$ cat src/design/syncFifo.sv
`timescale 1ns/1ps

module syncFifo #(
    parameter type payload_t = logic [7:0],
    parameter int  depth     = 4
) (
    input  logic     clk,
    input  logic     rst,
    input  logic     rdy,
    input  logic     push,
    input  payload_t pushData,
    output logic     full,
    input  logic     pop,
    output payload_t popData,
    output logic     empty
);
    localparam int ptrWidth = (depth > 1) ? $clog2(depth) : 1;
    localparam logic [ptrWidth-1:0] lastPtr = ptrWidth'(depth - 1);
    localparam logic [ptrWidth:0] fullCount = (ptrWidth + 1)'(depth);

    payload_t            mem [depth];
    logic [ptrWidth-1:0] rdPtr;
    logic [ptrWidth-1:0] wrPtr;
    logic [ptrWidth:0]   count;
    logic                doPush;
    logic                doPop;

    function automatic logic [ptrWidth-1:0] nextPtr(input logic [ptrWidth-1:0] p);
        return (p == lastPtr) ? '0 : p + 1'b1;
    endfunction

    assign full    = (count == fullCount);
    assign empty   = (count == '0);
    assign doPop   = rdy && pop && !empty;
    assign doPush  = rdy && push && (!full || doPop);  // Full queue takes a push on a pop
    assign popData = mem[rdPtr];

    always_ff @(posedge clk) begin
        if (doPush) begin
            mem[wrPtr] <= pushData;
        end
    end

    always_ff @(posedge clk) begin
        if (rst) begin
            rdPtr <= '0;
            wrPtr <= '0;
            count <= '0;
        end else begin
            if (doPush) begin
                wrPtr <= nextPtr(wrPtr);
            end
            if (doPop) begin
                rdPtr <= nextPtr(rdPtr);
            end
            if (doPush && !doPop) begin
                count <= count + 1'b1;
            end else if (doPop && !doPush) begin
                count <= count - 1'b1;
            end
        end
    end

endmodule

$ cat config.mk
export PLATFORM = sky130hd
export DESIGN_NAME = syncFifo
export DESIGN_NICKNAME = d
export VERILOG_FILES = /design/src/design/syncFifo.sv
export SDC_FILE = /design/constraint.sdc
export NUM_CORES = 1
export LEC_CHECK = 0
export ABC_AREA = 1
export BUFFER_PORTS_ARGS = -buffer_cell sky130_fd_sc_hd__buf_2
export CAP_MARGIN = 20
export CELL_PAD_IN_SITES_DETAIL_PLACEMENT = 0
export CELL_PAD_IN_SITES_GLOBAL_PLACEMENT = 1
export CORE_ASPECT_RATIO = 0.7
export CORE_MARGIN = 2
export CORE_UTILIZATION = 44
export DETAILED_ROUTE_END_ITERATION = 12
export PLACE_DENSITY_LB_ADDON = 0.1
export SLEW_MARGIN = 5
export SYNTH_ARGS = -nofsm -noshare
export SYNTH_HDL_FRONTEND = slang
export SYNTH_SLANG_ARGS = --single-unit
export TNS_END_PERCENT = 1
$ cat constraint.sdc
create_clock -name clk -period 2.1 [get_ports clk]
set_clock_uncertainty 0.15 [all_clocks]
set_input_delay 0.105 -clock clk [delete_from_list [all_inputs] [get_ports clk]]
set_output_delay 0.105 -clock clk [all_outputs]
set_load 0.005 [all_outputs]
# ---- Word level (Yosys, flattened, before mapping)
# Memories as Yosys holds them, arrays and structs flattened. A register that Yosys moved wholly into a read port is not among the register bits.
# Cells that the tools add are included.
# W data, S select, Z words.
dict set report totals {
  register_bits 7
  mem_bits_rw 32
  inputBits 13
  word_cells 32
  memories 1
}
# memory depth word_bits read_ports rd_ports_with_merged_regs wr line
set mem_list {}
lappend mem_list {mem 4 8 1 1 1 21} ;# payload_t mem [depth];
dict set report classes {
  add_sub_neg 4
  n_eq_ne 3
  muxes 8
  reduce_logical 13
}
# operator count
set op_table {}
lappend op_table {{$mux W2} 4}
lappend op_table {{$logic_and A1 B1 Y1} 6}
lappend op_table {{$mux W3} 2}
lappend op_table {{$add A2 B1 Y2 const B} 2}
lappend op_table {{$eq A2 B2 Y1 const B} 2}
lappend op_table {{$logic_not A1 Y1} 4}
lappend op_table {{$add A3 B1 Y3 const B} 1}
lappend op_table {{$eq A3 B3 Y1 const B} 1}
lappend op_table {{$logic_not A3 Y1} 1}
lappend op_table {{$sub A3 B1 Y3 const B} 1}
lappend op_table {{$mux W1} 2}
lappend op_table {{$reduce_bool A2 Y1} 1}
lappend op_table {{$logic_or A1 B1 Y1} 1}

# ---- Depth between registers and ports, before layout
# Gate-level depths: netlist of the first run.
dict set report depth {
  word_depth 9
  depth_mapped 13
}

# ---- Worst setup path after synthesis of the first run
# OpenSTA, ideal clock, no wires.
dict set report synth_timing {
  path_kind {reg2reg}
  startpoint {register count[0]}
  endpoint {register count[1]}
  arrival_time_ps 1631
  required_ps 1834
  path_slack_ps 203
  stages_incl_launch_ff 10
  period_less_slack_ps 1897
  path_cell_list {dfxtp_1 > nor2_2 > nand3_2 > nand2_1 > inv_1 > ha_1 > inv_1 > fa_1 > o21ai_0 > nor2_1}
}
dict set report synth_via {
  elab_chain_cells 8
  elab_cells_between_ends 16
}
# element line
set synth_lines {}
lappend synth_lines {{start, declared} 24} ;# logic [ptrWidth:0] count;
lappend synth_lines {{start signal, assigned} 57} ;# count <= count + 1'b1;
lappend synth_lines {{start signal, assigned} 59} ;# count <= count - 1'b1;
lappend synth_lines {{$logic_not A3 Y1} 33} ;# assign empty = (count == '0);
lappend synth_lines {{$logic_not A1 Y1} 34} ;# assign doPop = rdy && pop && !empty;
lappend synth_lines {{$logic_and A1 B1 Y1} 34}
lappend synth_lines {{$logic_or A1 B1 Y1 (*)} 35} ;# assign doPush = rdy && push && (!full || doPop);
lappend synth_lines {{$logic_and A1 B1 Y1 (*)} 35}
lappend synth_lines {{net doPush} 25} ;# logic doPush;
lappend synth_lines {{$logic_not A1 Y1} 58} ;# end else if (doPop && !doPush) begin
lappend synth_lines {{$logic_and A1 B1 Y1} 58}
lappend synth_lines {{$reduce_bool A2 Y1 (no line)} -}
# The timed path passes the listed nets; every way through them passes the cells marked *. The select of a mux whose other input is x is not followed.
# A chain may end at the register's enable or synchronous reset.

# ---- Final worst setup path of the first run
dict set report layout_timing {
  startpoint {register count[0]}
  endpoint {register count[2]}
}
dict set report layout_via {
  elab_chain_cells 8
  elab_cells_between_ends 16
}
# element
set layout_lines {}
lappend layout_lines {{parallel branches: the longest is 8 deep, another holds $sub A3 B1 Y3}}
# Parallel ways; which one is timed is not known. The select of a mux whose other input is x is not followed.

==> flow_summary.ini, run 1 <==
[synth]
post_synth.cell_area_avg_um2 = 11.4
synth_seq_area_share = 0.665
synthFlopType = sky130_fd_sc_hd__edfxtp_1
syn_nets = 170
mappedNetlistArea_mm2 = 0.00172
synth.area.top_cells = sky130_fd_sc_hd__edfxtp_1 (56%), sky130_fd_sc_hd__dfxtp_1 (11%), sky130_fd_sc_hd__nor2_1 (5.9%)
ys_ff_latch = 41
yosys_warnings = 0
synthesis.instances = 150
synth_cell_types = 20
synth_most_common_cell = sky130_fd_sc_hd__edfxtp_1
post-synth-top-area-cell = sky130_fd_sc_hd__edfxtp_1
post_synth_most_frequent_cells = sky130_fd_sc_hd__edfxtp_1 (32), sky130_fd_sc_hd__nor2_1 (27), sky130_fd_sc_hd__inv_1 (18), sky130_fd_sc_hd__o21ai_0 (14), sky130_fd_sc_hd__nand2_1 (13)
async_s_r_ff_share_synth = 0
synth_top_area_share = 0.560
number_of_enable_type_register_cells_in_the_synthesized_netlist = 32

[floorplanning]
die-height_um = 56.2
floorplan.rows = 18
floorplan.initialDensity = 0.473
design.portCount = 23
dieWidth_um = 78.6
core_area_mm2 = 0.00363
die-area_mm2 = 0.00442

[placement]
pre_cts_ws_ns = 0.108
placement.cell_area_mm2 = 0.00191
gp_congestion = 0.847
numPortBuffers = 22
placed_cells = 226
dp_hpwl_mm = 2.15

[sta]
max_freq_ghz = 0.512
final_period_minus_worst_setup_slack_ns = 1.95
timing.setup.tns_ns = 0
worst_pin_slew_ns = 0.324
final_min_period_over_clock_period = 0.930
report.final.hold_viol_count = 0
finalMaxSlewViolations = 0
rsz0062_at_grt = false
slew_headroom = 0.784
finalSetupViolations = 0
setup_slack_ns = 0.147

[power_and_ir_drop]
power_density_mw_per_mm2 = 842
total_leakage_power_nw = 0.858
post-layout-total-power_mw = 1.78
vdd_ir_drop_max_uv = 767

[critical_path]
critical-path-top-cell-by-count = sky130_fd_sc_hd__nand2_1
setup.worst_path.class = reg -> reg
worstReg2RegStart = count[0]$_SDFFE_PP0P_
timing.rr.end = count[2]$_SDFFE_PP0P_
setup.worst_path.end_class = flop
startpoint_type = flop
path_cells = nor2_4, nand2_2, nand2_1, ha_1, inv_1, fa_1, nand2_1, nand3_1, nand2_1, nand2_1, nor2_1
cp.arrival_ns = 2.02
worst_path_max_delay_cell = sky130_fd_sc_hd__fa_1
r2r.worst_path.cells = 11
cp_slowest_stage_delay_ns = 0.38
startpoint = count[0]$_SDFFE_PP0P_
worstPathRequired_ns = 2.17
r2r_slack_ns = 0.15
crit_path_max_fanout = 5

[global_route]
grt.overflow.total = 0
number_of_antenna_violations_at_the_first_check_in_global_routing = 0
grt_pass1_vias = 1144
grt_start_max_net_pins = 17
grt_usage = 0.159
grt_first_pass_wirelength_mm = 5.24

[detailed_routing]
postRouteWirelength_mm = 3.13
routed_wire_length_per_instance_um = 12.9
vias_per_cell = 4.81
drc = 0
vias = 1170
antenna_left = 0
dr_pass1_iterations = 4
dr.first_iter.drc_count = 76

[outcome]
run_status = finished, final reports clean

[finish]
area_growth_syn_to_layout_pct = 23.5
post_route_cells_drive_above_1_share = 0.233
layout.cell_area.non_filler_mm2 = 0.00212
antenna_cells_inserted = 0
instances_no_fill = 243
finish.net_count = 212

[clock_network]
cts_num_sinks = 41
cts_clk_pin_slew_worst_paths_ns = 0.07
clk_path_buf_depth = 2
post-cts-setup-buffer-count = 0
clock_tree.root_cell = sky130_fd_sc_hd__clkbuf_8
cts-buffers-inserted = 5
insertion_delay_ns = 0.28
cts_tree = done
htree_levels = 2

[min_path]
worst_hold_path_cell_count = 5
holdPathEnd = wrPtr[0]$_SDFFE_PP0P_
holdCritStartpoint = pop
worst_hold_path_type = in -> reg

[flow_run]
timing.max_cap.violations = 0
-- final cells by class --
type | count | area, um2
inverters | 19 | 71.3
flip-flops and latches | 41 | 1140
clock inverters | 3 | 41.3
well taps | 50 | 62.6
fillers | 312 | 1510
repair buffers | 37 | 245
clock buffers | 5 | 68.8
multi-input cells | 88 | 485
-- per-stage QoR --
stage          hold slack (ns)   util
2_1_floorplan           0.0330      -
3_3_place_gp             0.145  0.527
3_5_place_dp             0.149  0.527
4_1_cts                 0.0875  0.582
5_1_grt                  0.147  0.584
6_report                0.0894  0.584
-- worst max-delay path by stage --
stage	end	slack, ns
final	count[2]$_SDFFE_PP0P_	0.15
after global routing	count[1]$_SDFFE_PP0P_	0.02
after CTS	count[1]$_SDFFE_PP0P_	0.11
after detailed placement	count[1]$_SDFFE_PP0P_	0.11
after global placement	count[1]$_SDFFE_PP0P_	0.18
after floorplan	count[1]$_SDFFE_PP0P_	0.20
-- cell families after synthesis --
group                      Yosys count  share of synthesized area
DFF                                 41                      0.665
and+or+nand+nor                     50                      0.122
buffers and inverters               21                     0.0547
adders and majority gates            7                     0.0554
AOI/OAI and AO/OA                   31                      0.103
-- worst max-delay path, delay by kind of cell, from the launching register on --
family                   cells  cell delay (ns)
flip-flops                   1             0.36
adder cells (fa/ha/maj)      2             0.55
AND/OR/NAND/NOR              8             0.75
buffers and inverters        1             0.07
-- per-layer routing --
metal  up-vias  track usage  wire, um  part of all wire
li1        601            -         -                 -
met1       534        0.214      1530              0.49
met2        28        0.241      1400              0.45
met3         7       0.0503       156             0.050
met4         0       0.0602        47             0.015
met5         -            0         0                 0
-- power by group --
group / switching, mW / internal, mW
Sequential: 0.0305 / 0.911
Combinational: 0.136 / 0.103
Clock: 0.254 / 0.349
-- placed cells by master (no fill, tap or decap), types with 2 or more instances in the layout --
master | synthesis | final
sky130_fd_sc_hd__nor2_1 | 27 | 27
sky130_fd_sc_hd__o22ai_1 | 8 | 8
sky130_fd_sc_hd__inv_1 | 18 | 18
sky130_fd_sc_hd__o21ai_0 | 14 | 14
sky130_fd_sc_hd__clkbuf_8 | 0 | 5
sky130_fd_sc_hd__buf_4 | 0 | 6
sky130_fd_sc_hd__nand3_1 | 5 | 5
sky130_fd_sc_hd__edfxtp_1 | 32 | 32
sky130_fd_sc_hd__a21oi_1 | 5 | 5
sky130_fd_sc_hd__o21ai_2 | 3 | 3
sky130_fd_sc_hd__dlygate4sd3_1 | 0 | 9
sky130_fd_sc_hd__dfxtp_2 | 0 | 2
sky130_fd_sc_hd__buf_2 | 0 | 22
sky130_fd_sc_hd__nand2_1 | 13 | 13
sky130_fd_sc_hd__ha_1 | 6 | 6
sky130_fd_sc_hd__dfxtp_1 | 9 | 7
-- flip-flops by register name, indices dropped and copies added (netlist names), named ones only --
| name | count |
|---|---|
| rdPtr | 2 |
| wrPtr | 2 |
| mem | 32 |
| count | 3 |
-- timing repair --
action	4_1_cts	5_1_grt
hold buffers	9	0
setup endpoints to repair	0	2
resized for setup	0	3
endpoints found under the hold margin	34	0
Note: power is estimated with default switching activity, not from simulation.
==> inputs of run 2 (changes only) <==
--- a/config.mk
+++ b/config.mk
@@ -11,7 +11,7 @@
 export CELL_PAD_IN_SITES_DETAIL_PLACEMENT = 0
 export CELL_PAD_IN_SITES_GLOBAL_PLACEMENT = 1
 export CORE_ASPECT_RATIO = 0.7
-export CORE_MARGIN = 2
+export CORE_MARGIN = 1.5
 export CORE_UTILIZATION = 44
 export DETAILED_ROUTE_END_ITERATION = 12
 export PLACE_DENSITY_LB_ADDON = 0.1
==> run 2 against run 1 <==
Effect of this change: cell count unchanged; largest cell class unchanged; critical endpoint is now count[1]$_SDFFE_PP0P_; fmax down 0.34%; sequential share of layout area is 0.086 points higher; largest power group unchanged; design area barely moved.
==> flow_summary.ini, run 2 (synthesis gave the netlist of run 1 again) <==
[finish]
leading_cell_types_in_the_layout_fill_and_taps_excluded = sky130_fd_sc_hd__edfxtp_1 (32), sky130_fd_sc_hd__nor2_1 (27), sky130_fd_sc_hd__buf_2 (22)
layout_commonest_cell = sky130_fd_sc_hd__edfxtp_1
max_flop_register = mem
reg.largest.list = mem (32), count (3)
regArea_mm2 = 0.00115
largest_reg_flops = 32
antenna_cells_inserted = 0
fillers = 313
area_growth_syn_to_layout_pct = 23.6
post_route_cells_drive_above_1_share = 0.233
instances_no_fill = 243
finish.net_count = 212
fin_util = 0.585
multi_input_comb_area_um2 = 488

[clock_network]
insertion_delay_ns = 0.29
clk_path_buf_depth = 2
cts-buffers-inserted = 5
htree_levels = 2
cts_num_sinks = 41
cts_tree = done
clock_tree.root_cell = sky130_fd_sc_hd__clkbuf_8
cts_clk_pin_slew_worst_paths_ns = 0.08

[detailed_routing]
antenna_left = 0
vias = 1132
postRouteWirelength_mm = 3.16
dr.first_iter.drc_count = 79
drc = 0
routed_wire_length_per_instance_um = 13.0
vias_per_cell = 4.66
dr_pass1_iterations = 4

[sta]
slew_headroom = 0.784
finalSetupViolations = 0
timing.setup.tns_ns = 0
finalMaxSlewViolations = 0
hold-worst-slack_ns = 0.118
worst_pin_slew_ns = 0.323
final_min_period_over_clock_period = 0.933
max_freq_ghz = 0.510
report.final.hold_viol_count = 0
final_period_minus_worst_setup_slack_ns = 1.96

[critical_path]
cp.arrival_ns = 1.99
setup.worst_path.class = reg -> reg
r2r.worst_path.cells = 9
startpoint_type = flop
worstPathRequired_ns = 2.13
setup.worst_path.end_class = flop
crit_path_max_fanout = 5

[flow_run]
timing.max_cap.violations = 0

[power_and_ir_drop]
power.share.clock = 0.337
netSwitchingFraction = 0.233
internal_power_mw = 1.37
comb_power_share = 0.135
total_leakage_power_nw = 0.859
switchingPower_uw = 415
power_frac_seq = 0.529
vdd_ir_drop_max_uv = 422
power_density_mw_per_mm2 = 841
post-layout-total-power_mw = 1.78

[floorplanning]
core_area_mm2 = 0.00363
die-height_um = 55.2
design.portCount = 23
die-area_mm2 = 0.00429
floorplan.rows = 18
floorplan.initialDensity = 0.473
dieWidth_um = 77.6

[global_route]
grt_start_max_net_pins = 17
grt_pass1_vias = 1132
grt_first_pass_wirelength_mm = 5.40
grt_usage = 0.170
number_of_antenna_violations_at_the_first_check_in_global_routing = 0
grt.overflow.total = 0

[placement]
placed_cells = 226
gp_congestion = 0.786
numPortBuffers = 22
dp_hpwl_mm = 2.21

[min_path]
worst_hold_path_cell_count = 6
worst_hold_path_type = in -> reg

[outcome]
run_status = finished, final reports clean
[run 2: final timing paths]
check,to,slack (ns),startpoint
max reg2reg,count[1]$_SDFFE_PP0P_,0.14,count[0]$_SDFFE_PP0P_
min,wrPtr[1]$_SDFFE_PP0P_,0.12,pop
max,count[1]$_SDFFE_PP0P_,0.14,count[0]$_SDFFE_PP0P_
min reg2reg,count[0]$_SDFFE_PP0P_,0.34,count[0]$_SDFFE_PP0P_
[run 2: power by group through the flow]
stage / Combinational [mW] / Sequential (mW) / Clock, mW
floorplan: 0.146 / 0.949 / 0
global placement: 0.217 / 0.954 / 0
detailed placement: 0.223 / 0.955 / 0
CTS: 0.237 / 0.937 / 0.614
global route: 0.278 / 0.947 / 0.646
finish: 0.240 / 0.942 / 0.600
[run 2: through the flow]
stage | setup slack [ns] | area, um2
detailed placement | 0.0966 | 1910
CTS | 0.0611 | 2110
global placement | 0.110 | 1910
global route | -0.0192 | 2120
floorplan | 0.203 | 1720
finish | 0.140 | 2120
[run 2: routing by layer]
| layer | GRT usage | routed length, um |
|---|---|---|
| met4 | 0.0701 | 58 |
| met5 | 0 | 0 |
| met2 | 0.251 | 1400 |
| met1 | 0.237 | 1590 |
| met3 | 0.0463 | 111 |
[run 2: layout make-up]
cell class,count,area share
clock buffers,6,0.0342
clock inverters,2,0.0159
inverters,19,0.0336
multi-input cells,88,0.230
flip-flops and latches,41,0.541
well taps,50,0.0295
repair buffers,37,0.116
[run 2: what timing repair did]
action / in CTS / in global routing
buffers inserted: 0 / 0
endpoints found under the hold margin: 34 / 0
resized for setup: 0 / 6
endpoints found under the setup margin: 0 / 2
hold buffers: 9 / 0
[run 2: worst max-delay path, stage by stage, from the launching register on]
cell                      delay [ns]
sky130_fd_sc_hd__dfxtp_4        0.37
sky130_fd_sc_hd__nor2_4         0.13
sky130_fd_sc_hd__nand3_2        0.15
sky130_fd_sc_hd__nand2_2        0.10
sky130_fd_sc_hd__inv_1          0.05
sky130_fd_sc_hd__ha_1           0.20
sky130_fd_sc_hd__inv_1          0.09
sky130_fd_sc_hd__fa_1           0.43
sky130_fd_sc_hd__o21ai_1        0.14
sky130_fd_sc_hd__nor2_1         0.05
==> inputs of run 3 (changes only) <==
--- a/config.mk
+++ b/config.mk
@@ -5,16 +5,16 @@
 export SDC_FILE = /design/constraint.sdc
 export NUM_CORES = 1
 export LEC_CHECK = 0
-export ABC_AREA = 1
 export BUFFER_PORTS_ARGS = -buffer_cell sky130_fd_sc_hd__buf_2
 export CAP_MARGIN = 20
 export CELL_PAD_IN_SITES_DETAIL_PLACEMENT = 0
 export CELL_PAD_IN_SITES_GLOBAL_PLACEMENT = 1
 export CORE_ASPECT_RATIO = 0.7
 export CORE_MARGIN = 1.5
-export CORE_UTILIZATION = 44
+export CORE_UTILIZATION = 47
 export DETAILED_ROUTE_END_ITERATION = 12
 export PLACE_DENSITY_LB_ADDON = 0.1
+export SKIP_LAST_GASP = 1
 export SLEW_MARGIN = 5
 export SYNTH_ARGS = -nofsm -noshare
 export SYNTH_HDL_FRONTEND = slang
==> run 3 against run 2 <==
Effect of this change: the run now ends with negative setup slack left; cell count decreased by 25%; sequential share of layout area increased by 0.56 points; register-to-register slack got worse by 0.17 ns; synthesized area decreased by 3.9%; sequential power increased by 2.8%; worst setup slack got worse by 0.17 ns; first-iteration DRC count decreased by 34%.
==> flow_summary.ini, run 3 <==
[sta]
worst_pin_slew_ns = 0.457
hold-worst-slack_ns = 0.201
finalMaxSlewViolations = 0
final_period_minus_worst_setup_slack_ns = 2.13
report.final.hold_viol_count = 0
rsz0062_at_grt = true
setup_slack_ns = -0.0308
final_min_period_over_clock_period = 1.01
max_freq_ghz = 0.469
finalSetupViolations = 1
slew_headroom = 0.695

[detailed_routing]
routed_wire_length_per_instance_um = 15.7
dr.first_iter.drc_count = 52
postRouteWirelength_mm = 2.86
dr_pass1_iterations = 4
drc = 0
vias = 884
vias_per_cell = 4.86
antenna_left = 0

[clock_network]
cts_num_sinks = 41
clock_tree.root_cell = sky130_fd_sc_hd__clkbuf_8
insertion_delay_ns = 0.29
cts_clk_pin_slew_worst_paths_ns = 0.07
cts_tree = done
clk_path_buf_depth = 2
htree_levels = 2
cts-buffers-inserted = 5

[finish]
leading_cell_types_in_the_layout_fill_and_taps_excluded = sky130_fd_sc_hd__edfxtp_1 (32), sky130_fd_sc_hd__buf_2 (22), sky130_fd_sc_hd__dlygate4sd3_1 (9)
antenna_cells_inserted = 0
layout_commonest_cell = sky130_fd_sc_hd__edfxtp_1
finish.net_count = 154
fin_util = 0.647
post_route_cells_drive_above_1_share = 0.415
area_growth_syn_to_layout_pct = 27.6
largest_reg_flops = 32
max_flop_register = mem
reg.largest.list = mem (32), count (3)

[synth]
mappedNetlistArea_mm2 = 0.00165
synth_seq_area_share = 0.692
synthFlopType = sky130_fd_sc_hd__edfxtp_1
post_synth.cell_area_avg_um2 = 18.1
synth.area.top_cells = sky130_fd_sc_hd__edfxtp_1 (58%), sky130_fd_sc_hd__dfxtp_1 (11%), sky130_fd_sc_hd__mux4_2 (11%)
synthesis.instances = 91
async_s_r_ff_share_synth = 0
synth_cell_types = 23
synth_top_area_share = 0.583
syn_nets = 111
synth_most_common_cell = sky130_fd_sc_hd__edfxtp_1
yosys_warnings = 0
post-synth-top-area-cell = sky130_fd_sc_hd__edfxtp_1
ys_ff_latch = 41
post_synth_most_frequent_cells = sky130_fd_sc_hd__edfxtp_1 (32), sky130_fd_sc_hd__dfxtp_1 (9), sky130_fd_sc_hd__mux4_2 (8), sky130_fd_sc_hd__ha_1 (6)
number_of_enable_type_register_cells_in_the_synthesized_netlist = 32

[floorplanning]
floorplan.initialDensity = 0.507
die-area_mm2 = 0.00388
core_area_mm2 = 0.00325
design.portCount = 23
dieWidth_um = 73.8
die-height_um = 52.6
floorplan.rows = 17

[global_route]
grt_start_max_net_pins = 14
grt.busiest_layer = met2
number_of_antenna_violations_at_the_first_check_in_global_routing = 0
grt_use_met2 = 0.279
grt_usage = 0.174
met3_track_demand_over_resource = 0.0519
met1_track_utilization_from_global_routing = 0.226
grt_pass1_vias = 925
grt_first_pass_wirelength_mm = 4.54
grt.overflow.total = 0

[placement]
gp_congestion = 0.670
dp_hpwl_mm = 1.90
numPortBuffers = 22

[outcome]
violated_checks = negative setup slack
run_status = finished with violations

[power_and_ir_drop]
power.share.clock = 0.317
total_leakage_power_nw = 0.776
comb_power_share = 0.173
power_frac_seq = 0.510
netSwitchingFraction = 0.237
vdd_ir_drop_max_uv = 571
internal_power_mw = 1.45
switchingPower_uw = 449
post-layout-total-power_mw = 1.90
power_density_mw_per_mm2 = 902

[critical_path]
crit_path_max_fanout = 3
cp.arrival_ns = 2.20
worst_path_max_delay_cell = sky130_fd_sc_hd__dfxtp_4
cp_slowest_stage_delay_ns = 0.37
setup.worst_path.class = reg -> reg
setup.worst_path.end_class = flop
path_cells = o311ai_4, ha_2, inv_1, fa_2, xor2_1, or3_1, a21oi_2
worstPathRequired_ns = 2.17
startpoint_type = flop

[min_path]
worst_hold_path_type = in -> reg

[flow_run]
timing.max_cap.violations = 0
## run 3: changes by cell type after synthesis, sizes merged, moves of 6 or more
cell	change
mux4	+8
nand2	-12
o21ai	-17
nor2	-24
o22ai	-8
inv	-15
nand3	-6
## run 3: final timing paths
kind,startpoint,to,slack [ns],cells past startpoint
setup / recovery,count[1]$_SDFFE_PP0P_,count[2]$_SDFFE_PP0P_,-0.03,7
hold / removal,push,wrPtr[1]$_SDFFE_PP0P_,0.20,5
setup reg to reg,count[1]$_SDFFE_PP0P_,count[2]$_SDFFE_PP0P_,-0.03,7
hold reg to reg,rdPtr[0]$_SDFFE_PP0N_,flop,0.36,2
## run 3: metrics by stage
step	setup TNS, ns	instance area [um2]	instances	setup WS (ns)
after global placement	0	1850	160	0.0577
after global routing	-0.0815	2100	182	-0.0815
after floorplan	0	1680	91	0.0322
after CTS	-0.000863	2090	181	-0.000863
final	-0.0308	2100	182	-0.0308
after detailed placement	-0.0395	1850	160	-0.0395
## run 3: final cells by class
cell class                 count  area, um2
multi-input combinational     43        505
timing repair buffer          39        260
sequential                    41       1150
inverter                       4       15.0
clock buffer                   7        108
tap                           47       58.8
clock inverter                 1       7.51
fill                         249       1150
## run 3: repair_timing
action | 4_1_cts | 5_1_grt
endpoints found under the setup margin | 1 | 1
hold endpoints to repair | 39 | 0
hold buffers | 9 | 0
pin swaps | 3 | 2
gates resized for setup | 1 | 2
setup buffers | 4 | 1
## run 3: worst max-delay path: cells and delay by family, from the launching register on
kind / cells / cell delay [ns]
and+or+nand+nor: 1 / 0.34
DFF: 1 / 0.37
AOI/OAI and AO/OA: 2 / 0.42
xor gates and xnor gates: 1 / 0.16
buffers and inverters: 1 / 0.05
adders and majority gates: 2 / 0.57
## run 3: metal layers
layer | up-vias | wire (um) | part of all wire
met5 | - | 0 | 0
met4 | 0 | 29 | 0.010
met3 | 4 | 96 | 0.034
met2 | 15 | 1390 | 0.49
met1 | 431 | 1340 | 0.47
li1 | 434 | - | -
## run 3: cells by family after synthesis
logic type | count (synthesis) | share of synthesized area
buffers and inverters | 7 | 0.0167
AO/OA/AOI/OAI | 5 | 0.0288
flip-flops | 41 | 0.692
adder cells (fa/ha/maj) | 7 | 0.0577
XOR/XNOR | 2 | 0.0106
multiplexers | 12 | 0.137
AND/OR/NAND/NOR | 17 | 0.0577
## run 3: power groups by stage
stage / Clock [mW] / Sequential (mW) / Combinational [mW]
finish: 0.602 / 0.968 / 0.328
CTS: 0.612 / 0.966 / 0.324
global route: 0.646 / 0.973 / 0.359
floorplan: 0 / 0.982 / 0.181
detailed placement: 0 / 0.993 / 0.273
global placement: 0 / 0.988 / 0.264
